`src/common/motorPwm_settings.svh`:
```
`ifndef MOTOR_PWM_SETTINGS_SVH
`define MOTOR_PWM_SETTINGS_SVH

// width of pulse accumulators and step lengths
`define MP_POS_W 16
// width of a PWM period length
`define MP_LEN_W 12
// commutation steps per electrical turn
`define MP_STEP_COUNT 12
// shortest pulse the bridge transistors can follow, in clk cycles
`define MP_MIN_PULSE 256
// both gates of a phase stay low this many cycles after a side change
`define MP_DEAD_TIME 4

// step offsets of the three phases
`define MP_PHASE_A 0
`define MP_PHASE_B 4
`define MP_PHASE_C 8

`endif

```
`src/common/motorPwmPkg.sv`:
```
`default_nettype none

`include "motorPwm_settings.svh"

package motorPwmPkg;

    // commutation step, 0 to 11
    typedef logic [3:0] stepNum_t;

    // count of high cycles
    typedef logic [`MP_POS_W-1:0] posWidth_t;

    // length of one PWM period
    typedef logic [`MP_LEN_W-1:0] periodLen_t;

    // why a pulse was or was not emitted at a period reload
    typedef enum logic [1:0] {
        noSkip     = 2'd0,
        minLimit   = 2'd1,
        noHighPull = 2'd2,
        noActive   = 2'd3
    } skipReason_t;

    // step as seen by a phase, the global step shifted by the phase offset
    function automatic stepNum_t phaseStep(stepNum_t step, int unsigned offset);
        int unsigned shifted;
        shifted = step + offset;
        if (shifted >= `MP_STEP_COUNT) begin
            shifted = shifted - `MP_STEP_COUNT;
        end
        return stepNum_t'(shifted);
    endfunction

endpackage

`default_nettype wire

```
`src/common/stepTimingIf.sv`:
```
`default_nettype none

// step number and step strobes, broadcast from the sequencer
interface stepTimingIf;

    motorPwmPkg::stepNum_t step;
    logic                  active;
    // one-cycle pulses on the first, second and last cycle of a step
    logic                  stepFirst;
    logic                  stepSecond;
    logic                  stepLast;

    modport source (
        output step,
        output active,
        output stepFirst,
        output stepSecond,
        output stepLast
    );

    modport sink (
        input step,
        input active,
        input stepFirst,
        input stepSecond,
        input stepLast
    );

endinterface

`default_nettype wire

```
`src/hdl/stepSequencer.sv`:
```
`default_nettype none

`include "motorPwm_settings.svh"

module stepSequencer (
    input  logic                   clk,
    input  logic                   arstN,
    input  logic                   enable,
    input  motorPwmPkg::posWidth_t stepLen,
    stepTimingIf.source            timing
);
    import motorPwmPkg::*;

    posWidth_t cycleCnt;
    posWidth_t curLen;
    stepNum_t  step;
    logic      active;
    logic      stepFirst;
    logic      stepSecond;
    logic      stepLast;

    // the counter holds the remaining cycles of the step, curLen the length it started from
    assign stepFirst = active && (cycleCnt == curLen);
    assign stepLast  = active && (cycleCnt == posWidth_t'(1));

    always_ff @(posedge clk or negedge arstN) begin
        if (!arstN) begin
            active   <= 1'b0;
            step     <= '0;
            cycleCnt <= '0;
            curLen   <= '0;
        end else if (!enable) begin
            active   <= 1'b0;
            step     <= '0;
            cycleCnt <= '0;
        end else if (!active) begin
            active   <= 1'b1;
            step     <= '0;
            cycleCnt <= stepLen;
            curLen   <= stepLen;
        end else if (stepLast) begin
            if (step == stepNum_t'(`MP_STEP_COUNT - 1)) begin
                step <= '0;
            end else begin
                step <= step + 1'b1;
            end
            cycleCnt <= stepLen;
            curLen   <= stepLen;
        end else begin
            cycleCnt <= cycleCnt - 1'b1;
        end
    end

    // second-cycle strobe follows the first one
    always_ff @(posedge clk or negedge arstN) begin
        if (!arstN) begin
            stepSecond <= 1'b0;
        end else begin
            stepSecond <= stepFirst && enable;
        end
    end

    assign timing.step       = step;
    assign timing.active     = active;
    assign timing.stepFirst  = stepFirst;
    assign timing.stepSecond = stepSecond;
    assign timing.stepLast   = stepLast;

endmodule

`default_nettype wire

```
`src/pwmGen/phasePwmGenerator.sv`:
```
`default_nettype none

`include "motorPwm_settings.svh"

module phasePwmGenerator #(
    parameter int unsigned phaseOffset = 0
) (
    input  logic                    clk,
    input  logic                    arstN,
    stepTimingIf.sink               timing,
    input  motorPwmPkg::periodLen_t pwmLenWant,
    input  motorPwmPkg::posWidth_t  pwmLenPos,
    input  motorPwmPkg::posWidth_t  sumNext,
    input  motorPwmPkg::posWidth_t  sumPrev,
    output motorPwmPkg::posWidth_t  posSum,
    output logic                    pwm,
    output motorPwmPkg::posWidth_t  stepLost,
    output logic                    stepLostValid
);
    import motorPwmPkg::*;

    stepNum_t    localStep;
    periodLen_t  periodCnt;
    logic        reload;
    posWidth_t   remain;
    posWidth_t   sum;
    posWidth_t   pulseLen;
    posWidth_t   pulseCnt;
    skipReason_t skip;
    posWidth_t   wantAcc;
    posWidth_t   realAcc;
    posWidth_t   wantLatched;
    posWidth_t   realLatched;
    logic        lostValid;

    assign localStep = phaseStep(timing.step, phaseOffset);

    // a new period begins at every step start and when the counter runs out
    assign reload = timing.active && (timing.stepFirst || periodCnt == periodLen_t'(1));

    always_ff @(posedge clk or negedge arstN) begin
        if (!arstN) begin
            periodCnt <= '0;
        end else if (!timing.active || reload) begin
            periodCnt <= pwmLenWant;
        end else begin
            periodCnt <= periodCnt - 1'b1;
        end
    end

    // width wanted in this period, including what earlier skipped periods left over
    assign sum = remain + pwmLenPos;

    // a pulse never outlasts its period
    assign pulseLen = (sum > posWidth_t'(pwmLenWant)) ? posWidth_t'(pwmLenWant) : sum;

    always_comb begin
        if (!timing.active || timing.step >= `MP_STEP_COUNT) begin
            skip = noActive;
        end else if (sum < `MP_MIN_PULSE) begin
            skip = minLimit;
        end else if (localStep == stepNum_t'(6) && sumNext < sum) begin
            skip = noHighPull;
        end else if (localStep == stepNum_t'(11) && sumPrev < sum) begin
            skip = noHighPull;
        end else begin
            skip = noSkip;
        end
    end

    always_ff @(posedge clk or negedge arstN) begin
        if (!arstN) begin
            remain <= '0;
        end else if (!timing.active || timing.stepLast) begin
            remain <= '0;
        end else if (reload) begin
            case (skip)
                minLimit: remain <= sum;
                noSkip:   remain <= '0;
                default:  remain <= remain;
            endcase
        end
    end

    // pulse runs from the cycle after the reload and is cut at the end of the step
    always_ff @(posedge clk or negedge arstN) begin
        if (!arstN) begin
            pulseCnt <= '0;
        end else if (!timing.active || timing.stepLast) begin
            pulseCnt <= '0;
        end else if (reload && skip == noSkip) begin
            pulseCnt <= pulseLen;
        end else if (pulseCnt != '0) begin
            pulseCnt <= pulseCnt - 1'b1;
        end
    end

    assign pwm = (pulseCnt != '0);

    always_ff @(posedge clk or negedge arstN) begin
        if (!arstN) begin
            wantAcc <= '0;
        end else if (!timing.active) begin
            wantAcc <= '0;
        end else if (timing.stepFirst) begin
            wantAcc <= pwmLenPos;
        end else if (reload) begin
            wantAcc <= wantAcc + pwmLenPos;
        end
    end

    // pwm is never high on the first cycle, so counting starts with the second
    always_ff @(posedge clk or negedge arstN) begin
        if (!arstN) begin
            realAcc <= '0;
        end else if (!timing.active) begin
            realAcc <= '0;
        end else if (timing.stepSecond) begin
            realAcc <= posWidth_t'(pwm);
        end else if (pwm) begin
            realAcc <= realAcc + 1'b1;
        end
    end

    always_ff @(posedge clk) begin
        if (timing.stepLast) begin
            wantLatched <= wantAcc;
            realLatched <= realAcc + posWidth_t'(pwm);
        end
    end

    always_ff @(posedge clk or negedge arstN) begin
        if (!arstN) begin
            lostValid <= 1'b0;
        end else begin
            lostValid <= timing.stepLast;
        end
    end

    assign posSum        = sum;
    assign stepLost      = wantLatched - realLatched;
    assign stepLostValid = lostValid;

endmodule

`default_nettype wire

```
`src/pwmGen/gateDriver.sv`:
```
`default_nettype none

`include "motorPwm_settings.svh"

module gateDriver (
    input  logic      clk,
    input  logic      arstN,
    stepTimingIf.sink timing,
    input  logic      pwmA,
    input  logic      pwmB,
    input  logic      pwmC,
    output logic      gateHighA,
    output logic      gateHighB,
    output logic      gateHighC,
    output logic      gateLowA,
    output logic      gateLowB,
    output logic      gateLowC
);
    import motorPwmPkg::*;

    localparam int DeadW = $clog2(`MP_DEAD_TIME + 1);
    localparam int unsigned PhaseOffset [3] = '{`MP_PHASE_A, `MP_PHASE_B, `MP_PHASE_C};

    logic [2:0]       pwm;
    logic [2:0]       highSide;
    logic [2:0]       lastSide;
    logic [2:0]       gateHigh;
    logic [2:0]       gateLow;
    logic [DeadW-1:0] deadCnt [3];

    assign pwm = {pwmC, pwmB, pwmA};

    // first half of the turn drives the high side, idle counts as low side
    always_comb begin
        for (int i = 0; i < 3; i++) begin
            highSide[i] = timing.active &&
                          (phaseStep(timing.step, PhaseOffset[i]) < stepNum_t'(6));
        end
    end

    always_ff @(posedge clk or negedge arstN) begin
        if (!arstN) begin
            lastSide <= '0;
            gateHigh <= '0;
            gateLow  <= '0;
            for (int i = 0; i < 3; i++) begin
                deadCnt[i] <= '0;
            end
        end else begin
            lastSide <= highSide;
            for (int i = 0; i < 3; i++) begin
                // a side change restarts the blanking window
                if (highSide[i] != lastSide[i]) begin
                    deadCnt[i] <= DeadW'(`MP_DEAD_TIME);
                end else if (deadCnt[i] != '0) begin
                    deadCnt[i] <= deadCnt[i] - 1'b1;
                end
                gateHigh[i] <= timing.active && pwm[i] && highSide[i] &&
                               highSide[i] == lastSide[i] && deadCnt[i] == '0;
                gateLow[i]  <= timing.active && pwm[i] && !highSide[i] &&
                               highSide[i] == lastSide[i] && deadCnt[i] == '0;
            end
        end
    end

    assign gateHighA = gateHigh[0];
    assign gateHighB = gateHigh[1];
    assign gateHighC = gateHigh[2];
    assign gateLowA  = gateLow[0];
    assign gateLowB  = gateLow[1];
    assign gateLowC  = gateLow[2];

endmodule

`default_nettype wire

```
`src/hdl/motorPwmTop.sv`:
```
`default_nettype none

`include "motorPwm_settings.svh"

module motorPwmTop (
    input  logic                    clk,
    input  logic                    arstN,
    input  logic                    enable,
    input  motorPwmPkg::posWidth_t  stepLen,
    input  motorPwmPkg::periodLen_t pwmLenWant,
    input  motorPwmPkg::posWidth_t  pwmLenPos,
    output logic                    gateHighA,
    output logic                    gateHighB,
    output logic                    gateHighC,
    output logic                    gateLowA,
    output logic                    gateLowB,
    output logic                    gateLowC,
    output motorPwmPkg::stepNum_t   stepNow,
    output motorPwmPkg::posWidth_t  stepLostA,
    output logic                    stepLostValid
);
    import motorPwmPkg::*;

    posWidth_t posSumA;
    posWidth_t posSumB;
    posWidth_t posSumC;
    logic      pwmA;
    logic      pwmB;
    logic      pwmC;

    stepTimingIf timing ();

    stepSequencer stepSequencer_i (
        .clk     (clk),
        .arstN   (arstN),
        .enable  (enable),
        .stepLen (stepLen),
        .timing  (timing.source)
    );

    // each phase reads the sums of the other two, wired as a ring
    phasePwmGenerator #(.phaseOffset(`MP_PHASE_A)) phaseA_i (
        .clk           (clk),
        .arstN         (arstN),
        .timing        (timing.sink),
        .pwmLenWant    (pwmLenWant),
        .pwmLenPos     (pwmLenPos),
        .sumNext       (posSumB),
        .sumPrev       (posSumC),
        .posSum        (posSumA),
        .pwm           (pwmA),
        .stepLost      (stepLostA),
        .stepLostValid (stepLostValid)
    );

    phasePwmGenerator #(.phaseOffset(`MP_PHASE_B)) phaseB_i (
        .clk           (clk),
        .arstN         (arstN),
        .timing        (timing.sink),
        .pwmLenWant    (pwmLenWant),
        .pwmLenPos     (pwmLenPos),
        .sumNext       (posSumC),
        .sumPrev       (posSumA),
        .posSum        (posSumB),
        .pwm           (pwmB),
        .stepLost      (),
        .stepLostValid ()
    );

    phasePwmGenerator #(.phaseOffset(`MP_PHASE_C)) phaseC_i (
        .clk           (clk),
        .arstN         (arstN),
        .timing        (timing.sink),
        .pwmLenWant    (pwmLenWant),
        .pwmLenPos     (pwmLenPos),
        .sumNext       (posSumA),
        .sumPrev       (posSumB),
        .posSum        (posSumC),
        .pwm           (pwmC),
        .stepLost      (),
        .stepLostValid ()
    );

    gateDriver gateDriver_i (
        .clk       (clk),
        .arstN     (arstN),
        .timing    (timing.sink),
        .pwmA      (pwmA),
        .pwmB      (pwmB),
        .pwmC      (pwmC),
        .gateHighA (gateHighA),
        .gateHighB (gateHighB),
        .gateHighC (gateHighC),
        .gateLowA  (gateLowA),
        .gateLowB  (gateLowB),
        .gateLowC  (gateLowC)
    );

    assign stepNow = timing.step;

endmodule

`default_nettype wire

```
`config.mk`:
```
export PLATFORM = sky130hd
export DESIGN_NAME = motorPwmTop
export DESIGN_NICKNAME = d
export VERILOG_FILES = /design/src/common/motorPwmPkg.sv /design/src/common/stepTimingIf.sv /design/src/hdl/stepSequencer.sv /design/src/pwmGen/phasePwmGenerator.sv /design/src/pwmGen/gateDriver.sv /design/src/hdl/motorPwmTop.sv
export VERILOG_INCLUDE_DIRS = /design/src /design/src/common
export SDC_FILE = /design/constraint.sdc
export NUM_CORES = 1
export LEC_CHECK = 0
export ABC_AREA = 1
export BUFFER_PORTS_ARGS = -buffer_cell sky130_fd_sc_hd__buf_2
export CORE_MARGIN = 2
export CORE_UTILIZATION = 55
export CTS_CLUSTER_SIZE = 28
export DETAILED_ROUTE_END_ITERATION = 10
export PLACE_DENSITY = 0.77
export SYNTH_ARGS = -nofsm -noshare
export SYNTH_HDL_FRONTEND = slang
export SYNTH_HIERARCHICAL = 1
export SYNTH_SLANG_ARGS = --single-unit
export TNS_END_PERCENT = 1
```
`constraint.sdc`:
```
create_clock -name clk -period 3.2 [get_ports clk]
set_clock_uncertainty 0.05 [all_clocks]
set_input_delay 0.48 -clock clk [delete_from_list [all_inputs] [get_ports clk]]
set_output_delay 0.48 -clock clk [all_outputs]
set_load 0.05 [all_outputs]
```
## Yosys cells after proc, flatten, opt, wreduce, memory -nomap -nowiden

Index checks and enable logic that the tools add are counted.

| storage, ports and cells | value |
|---|---|
| bits in latches | 0 |
| RAM bits | 0 |
| memories | 0 |
| word-level logic and storage cells | 231 |
| register bits after elaboration | 253 |
| output and inout bits | 27 |
| memory bits (read-only) | 0 |

| cells by class | value |
|---|---|
| equal/unequal tests | 25 |
| add/subtract/negate cells | 23 |
| magnitude comparators | 18 |
| reduce and logical (&&, ||, !) cells | 79 |
| bitwise logic cells | 0 |
| divide/modulo/power cells | 0 |
| shift operators | 0 |
| multiply operators | 0 |
| muxes and demuxes | 61 |

Operators by type and width:

| operator | count |
|---|---|
| 16-bit 2-to-1 mux | 29 |
| 16-bit less-than comparator | 6 |
| 16-bit one-hot mux with 2 select lines | 3 |
| 16-bit adder | 4 |
| 16-bit by 1-bit subtractor with 16-bit output, second input constant | 4 |
| 16-bit by 12-bit > comparator with 1-bit output | 3 |
| 16-bit by 9-bit less-than comparator with 1-bit output, second input constant | 3 |
| 16-bit nonzero test | 3 |
| 1-bit logical AND | 39 |
| 12-bit by 1-bit equality test with 1-bit output, second input constant | 3 |
| 12-bit 2-to-1 mux | 3 |
| 12-bit by 1-bit subtractor with 12-bit output, second input constant | 3 |
| 4-bit 2-to-1 mux | 7 |
| 3-bit nonzero test | 9 |
| 2-bit 2-to-1 mux | 12 |
| 3-bit 2-to-1 mux | 6 |
| 16-bit by 1-bit adder with 16-bit output | 1 |
| 16-bit by 1-bit adder with 16-bit output, second input constant | 1 |
| 16-bit by 1-bit equality test with 1-bit output, second input constant | 1 |
| 16-bit equality test | 1 |
| 4-bit equality test, second input constant | 4 |
| 16-bit subtractor | 1 |
| 4-bit by 3-bit equality test with 1-bit output, second input constant | 3 |
| 4-bit by 3-bit less-than comparator with 1-bit output, second input constant | 3 |
| other kinds (20) | 54 |

## Longest topological paths before layout

| depth | value |
|---|---|
| depth in word-level cells | 13 |
| mapped depth | 25 |
| mapped depth without buffers | 24 |

## By module

The synthesis kept the hierarchy.

Modules (own cells, without submodules):

| module | cells each | area an instance (sq um) | instances |
|---|---|---|---|
| phasePwmGenerator at phaseB_i | 1135 | 8662.1 | 1 |
| phasePwmGenerator at phaseC_i | 1098 | 8486.9 | 1 |
| phasePwmGenerator at phaseA_i | 1074 | 8313.0 | 1 |
| stepSequencer | 283 | 2184.6 | 1 |
| gateDriver | 133 | 992.2 | 1 |

## Worst setup path after synthesis

OpenSTA, ideal clock, no wires.

| timing path | value |
|---|---|
| path type | input to register |
| start point | input pwmLenPos[0] |
| end point | register phaseA_i.remain[6] |
| stages on the path | 18 |
| path buffers | 1 |
| slack | -0.363 ns |
| arrival time | 3.389 ns |
| required time | 3.026 ns |
| cell sequence | ha_1 > fa_1 > nand3_1 > nand3_2 > a21oi_2 > xor2_2 > inv_1 > ha_1 > nand2_1 > inv_1 > and3_1 > a2111oi_0 > nand2_1 > nand4_4 > nand2_4 > buf_6 > nor2_1 > a21oi_2 |

| on the way | value |
|---|---|
| cells in the longest elaborated chain, start to end | 11 |

RTL lines:

| what | RTL line | source |
|---|---|---|
| start: declaration | motorPwmTop.sv:11 | `input motorPwmPkg::posWidth_t pwmLenPos,` |
| 16-bit adder (*) | phasePwmGenerator.sv:52 | `assign sum = remain + pwmLenPos;` |
| via posSumC[14] | motorPwmTop.sv:26 | `posWidth_t posSumC;` |
| 16-bit less-than comparator (*) | phasePwmGenerator.sv:64 | `end else if (localStep == stepNum_t'(11) && sumPrev < sum) begin` |
| 1-bit logical AND (*) | phasePwmGenerator.sv:64 |  |
| 2-bit 2-to-1 mux (*) | phasePwmGenerator.sv:64 |  |
| 2-bit 2-to-1 mux (*) | phasePwmGenerator.sv:62 | `end else if (localStep == stepNum_t'(6) && sumNext < sum) begin` |
| 2-bit 2-to-1 mux (*) | phasePwmGenerator.sv:60 | `` end else if (sum < `MP_MIN_PULSE) begin `` |
| 2-bit 2-to-1 mux (*) | phasePwmGenerator.sv:58 | `` if (!timing.active \|\| timing.step >= `MP_STEP_COUNT) begin `` |
| 2-bit by 1-bit equality test with 1-bit output / 2-bit logical NOT (equally long branches) | phasePwmGenerator.sv:77 | `case (skip)` |
| 16-bit one-hot mux with 2 select lines | phasePwmGenerator.sv:77 |  |
| 16-bit 2-to-1 mux | phasePwmGenerator.sv:76 | `end else if (reload) begin` |
| 16-bit 2-to-1 mux | phasePwmGenerator.sv:74 | `end else if (!timing.active \|\| timing.stepLast) begin` |
| end signal: assignment | phasePwmGenerator.sv:78 | `minLimit: remain <= sum;` |
| end signal: assignment | phasePwmGenerator.sv:80 | `default: remain <= remain;` |
| end: declaration | phasePwmGenerator.sv:25 | `posWidth_t remain;` |

Mark *: on every way through the listed nets, which the timed path passes. The rest lies on a longest branch. The select of a mux whose other input is x is not followed.
A chain may end at the register's enable or synchronous reset.

## Worst setup path in the final report

| timing path | value |
|---|---|
| start point | register phaseB_i.remain[1] |
| end point | register phaseB_i.pulseCnt[0] |

| on the way | value |
|---|---|
| cells in the longest elaborated chain, start to end | 11 |

RTL lines:

| what | RTL line | source |
|---|---|---|
| start: declaration | phasePwmGenerator.sv:25 |  |
| start signal: assignment | phasePwmGenerator.sv:78 |  |
| start signal: assignment | phasePwmGenerator.sv:80 |  |
| 16-bit adder (*) | phasePwmGenerator.sv:52 |  |
| via posSumB[4] | motorPwmTop.sv:25 | `posWidth_t posSumB;` |
| 16-bit less-than comparator | phasePwmGenerator.sv:64 |  |
| 1-bit logical AND | phasePwmGenerator.sv:64 |  |
| 2-bit 2-to-1 mux | phasePwmGenerator.sv:64 |  |
| 2-bit 2-to-1 mux | phasePwmGenerator.sv:62 |  |
| 2-bit 2-to-1 mux | phasePwmGenerator.sv:60 |  |
| 2-bit 2-to-1 mux | phasePwmGenerator.sv:58 |  |
| 2-bit logical NOT | phasePwmGenerator.sv:91 | `end else if (reload && skip == noSkip) begin` |
| 1-bit logical AND | phasePwmGenerator.sv:91 |  |
| 16-bit 2-to-1 mux | phasePwmGenerator.sv:91 |  |
| 16-bit 2-to-1 mux | phasePwmGenerator.sv:89 | `end else if (!timing.active \|\| timing.stepLast) begin` |
| end signal: assignment | phasePwmGenerator.sv:92 | `pulseCnt <= pulseLen;` |
| end signal: assignment | phasePwmGenerator.sv:94 | `pulseCnt <= pulseCnt - 1'b1;` |
| end: declaration | phasePwmGenerator.sv:28 | `posWidth_t pulseCnt;` |

Mark *: on every way through the listed nets, which the timed path passes. The rest lies on a longest branch.

==> results.txt <==
Wires add up to 66000 um. The synthesized netlist net count is slightly above 3k. The total global routing overflow came out at 0.

The via total after detailed routing is 20.8k. The critical-path cell with the highest stage delay is sky130_fd_sc_hd__dfrtp_1. In this run the worst path has a maximum fanout of 6. The first global-routing pass estimated approximately 100000 um of wire.

The overall power of the completed layout came out at roughly 14 mW. The die boundary height is 197 um. The number of cells in the design after placement is 3642.

The number of top-level pins is 74. CTS built an H-tree with a depth of 1. The post-route worst setup slack came out at -509 ps. The total clock buffers created by CTS came out at 30.

TritonCTS built the clock tree. The final period utilization is 116%. The average wire per cell in the routed design came out at 17.7 um. The via count of the first global-routing pass is 20.5k.

The final HPWL from detailed placement came out at 49500 um. The path class of the tightest hold or removal check is input port to flip-flop. VDD sags by at most between 0.3 and 0.4 mV. Static timing analysis puts the maximum clock frequency at roughly 270 MHz. The cell area power density came out at roughly 540 mW/mm^2. The mean area per synthesized cell came out at 7.36 um^2. Across all hold checks on the routed design, the worst slack comes to 128 ps. The root buffer selected by CTS is sky130_fd_sc_hd__clkbuf_16. The worst setup path is of the flip-flop to flip-flop kind. The flow ran to the end, but the final reports show violations. The required time at the worst-slack endpoint is 3660 ps. The count of placed standard cells in the final layout, fillers left out is 3725. The clock edge transition at the registers on the reported setup and hold paths is about 60 ps. The final reports fail on setup timing. The overall track demand over capacity in global routing came out at 33.8%. The critical path goes through buf_6 > inv_1 > fa_2 > buf_6 > o21bai_1 > xor2_1 > buf_4 > inv_1 > buf_4 > ha_1 > nand2_1 > nor2_2 > nand2_1 > o211ai_1 > nand2_1 > nand2_1 > o21ai_0 > nand2_2 > o21ai_0 > nand4_1 > nand2_1 > nand2_1 > nand2_1.

The final standard cell area without fillers is around 0.027 mm^2. The cell row count is 70. The number of port buffers came out at 73. Entering global routing, the biggest net connects 82 pins. The clock latency on the worst-skew pair came out at roughly 570 ps. The area of the mapped netlist is 0.0205 mm^2. In the final timing run, aggregate negative setup slack is -29440 ps. The per-cell via count in the routed design came out at ~5.6. STA classifies the critical path endpoint as a flip-flop. The tool flagged a number of max-cap violations equal to 0. The delay of the slowest cell on the worst path is ~430 ps. Prior to clock tree synthesis, the placed netlist has a worst setup slack of -1080 ps.

The initial core utilization came out at 56.0%. The dominant cell type by count on the critical path is sky130_fd_sc_hd__nand2_1. The final weighted congestion in routability-driven placement came out at 1.04. The worst-margin pin slew came out at 1270 ps. The max-slew violation count came out at 0. The final core area utilization came out at 73.3%.

The arrival time reported for the critical path endpoint is 4170 ps. Measured against its own limit, the worst slew margin works out to ~15%. Synthesis produced a netlist whose cell count is 2784. The initial antenna violation count came out at 0. The cell count of the worst hold path came out at 3.

After the first detailed-routing iteration, the DRC count stood at ~1.6k. The yosys synthesis warning count came out at 6. The die covers a little under 0.04 mm^2.

The type of element launching the critical path is a flip-flop. The number of filler instances in the final layout came out at 2821. The leakage dissipation came out at 13.8 nW. Grouping stages by cell kind, the critical path spends the most delay in simple AND/OR/NAND/NOR gates. The final number of setup-violating endpoints came out at 98. Relative to the synthesized area, the layout overhead comes to 31.0%.

The final hold violation count was 0. For this run, the post-layout net count is 3504. The horizontal die dimension is 197 um.

The cell area reported after detailed placement came out at 0.0243 mm^2. The share of layout cells above drive strength 1 is 26.3%. The number of DRC violations after detailed routing came out at 0. The total number of clock tree sinks came out at about 250. Subtracting the final worst setup slack from the clock period gives 3710 ps. The first detailed-routing pass took 8 iterations. The buffer depth of the longest clock path came out at 3.

Setup repair after global routing could not meet its margin everywhere. The number of buffer and inverter instances along the worst setup path came out at 6. The number of cells on the critical path came out at 23. The area inside the core boundary came out at 0.0366 mm^2.

Once detail routing completed, the nets flagged for antenna violations numbered 0. Counting cells, the worst reg-to-reg path comes to 23.
[layer usage]
layer / wire [um] / track usage, %
met1: 27000 / 42.6
met2: 31100 / 57.7
met4: 3270 / 15.1
met3: 4570 / 4.90
met5: 0 / 0
[flip-flops by register name (all words and copies together) (netlist names), 16 cells and up]
signal                    cells
phaseA_i/remain              16
phaseA_i/realLatched         16
phaseC_i/pulseCnt            16
phaseA_i/wantLatched         16
phaseB_i/pulseCnt            16
stepSequencer_i/curLen       16
stepSequencer_i/cycleCnt     16
phaseA_i/wantAcc             16
phaseB_i/remain              16
phaseA_i/realAcc             16
phaseA_i/pulseCnt            16
phaseC_i/remain              16
[cell usage in the layout, fill, tap and decap left out, types with 5 or more instances in the layout]
cell	instances
sky130_fd_sc_hd__nor3_1	36
sky130_fd_sc_hd__xnor2_1	39
sky130_fd_sc_hd__a21oi_4	9
sky130_fd_sc_hd__xor2_1	78
sky130_fd_sc_hd__o21bai_1	6
sky130_fd_sc_hd__a21oi_1	111
sky130_fd_sc_hd__bufinv_16	5
sky130_fd_sc_hd__clkbuf_16	32
sky130_fd_sc_hd__nand2_4	13
sky130_fd_sc_hd__ha_1	179
sky130_fd_sc_hd__o31ai_1	5
sky130_fd_sc_hd__dfrtp_1	220
sky130_fd_sc_hd__buf_6	15
sky130_fd_sc_hd__o21ai_1	40
sky130_fd_sc_hd__nor3_2	12
sky130_fd_sc_hd__buf_4	354
sky130_fd_sc_hd__ha_4	37
sky130_fd_sc_hd__nand2_1	634
sky130_fd_sc_hd__clkbuf_8	5
sky130_fd_sc_hd__inv_2	29
sky130_fd_sc_hd__clkinv_2	5
sky130_fd_sc_hd__nand3_2	20
sky130_fd_sc_hd__nor2_4	17
sky130_fd_sc_hd__o21ai_0	132
sky130_fd_sc_hd__nor2_2	34
sky130_fd_sc_hd__nand2_2	58
sky130_fd_sc_hd__nor2_1	254
sky130_fd_sc_hd__o211ai_1	9
sky130_fd_sc_hd__nor4_1	5
sky130_fd_sc_hd__nand3b_1	7
sky130_fd_sc_hd__inv_1	387
sky130_fd_sc_hd__o21ai_2	27
sky130_fd_sc_hd__buf_2	66
sky130_fd_sc_hd__nand3_1	138
sky130_fd_sc_hd__edfxtp_1	32
sky130_fd_sc_hd__xor2_2	7
sky130_fd_sc_hd__nand3_4	7
sky130_fd_sc_hd__a21oi_2	30
sky130_fd_sc_hd__buf_12	15
sky130_fd_sc_hd__nand4_1	46
[worst paths after layout]
check                                      from                        end  slack (ps)
min in group asynchronous                 arstN       phaseA_i/realAcc[15]         430
hold reg to reg            phaseB_i/pulseCnt[1]       phaseB_i/pulseCnt[1]         440
max in group asynchronous                 arstN        phaseA_i/realAcc[9]        1800
setup reg to reg             phaseB_i/remain[1]       phaseB_i/pulseCnt[0]        -510
setup / recovery             phaseB_i/remain[1]       phaseB_i/pulseCnt[0]        -510
hold / removal                       stepLen[1]  stepSequencer_i/curLen[1]         130
[final cells by class]
| type | instances | area (um^2) | share of cell area, % |
|---|---|---|---|
| antenna | 1 | 2.50 | 0.00932 |
| clock buffer | 40 | 860 | 3.20 |
| clock inverter | 14 | 208 | 0.774 |
| inverter | 421 | 1590 | 5.92 |
| multi-input combinational | 2070 | 13500 | 50.2 |
| sequential | 253 | 6490 | 24.2 |
| tap | 468 | 586 | 2.18 |
| timing repair buffer | 458 | 3630 | 13.5 |
[what timing repair did]
| action | in CTS | in global routing |
|---|---|---|
| hold endpoints to repair | 78 | 0 |
| pin swaps | 45 | 51 |
| gates resized for setup | 169 | 96 |
| hold buffers | 1 | 0 |
| cloned | 5 | 1 |
| setup buffers | 14 | 9 |
| endpoints found under the setup margin | 103 | 102 |
[power breakdown]
group	internal [mW]	switching [mW]
clock	2.28	1.43
combinational	2.80	3.89
sequential	3.67	0.369
[worst register-to-register path: stages, from the launching register on]
cell and delay [ps]:
sky130_fd_sc_hd__dfrtp_1 430, sky130_fd_sc_hd__buf_6 120, sky130_fd_sc_hd__inv_1 50, sky130_fd_sc_hd__fa_2 420, sky130_fd_sc_hd__buf_6 140, sky130_fd_sc_hd__o21bai_1 160, sky130_fd_sc_hd__xor2_1 190, sky130_fd_sc_hd__buf_4 150
sky130_fd_sc_hd__inv_1 50, sky130_fd_sc_hd__buf_4 160, sky130_fd_sc_hd__ha_1 280, sky130_fd_sc_hd__nand2_1 80, sky130_fd_sc_hd__nor2_2 50, sky130_fd_sc_hd__nand2_1 60, sky130_fd_sc_hd__o211ai_1 100, sky130_fd_sc_hd__nand2_1 70
sky130_fd_sc_hd__nand2_1 50, sky130_fd_sc_hd__o21ai_0 140, sky130_fd_sc_hd__nand2_2 200, sky130_fd_sc_hd__o21ai_0 340, sky130_fd_sc_hd__nand4_1 160, sky130_fd_sc_hd__nand2_1 90, sky130_fd_sc_hd__nand2_1 50, sky130_fd_sc_hd__nand2_1 60
Power figures use the tool's default switching activity.
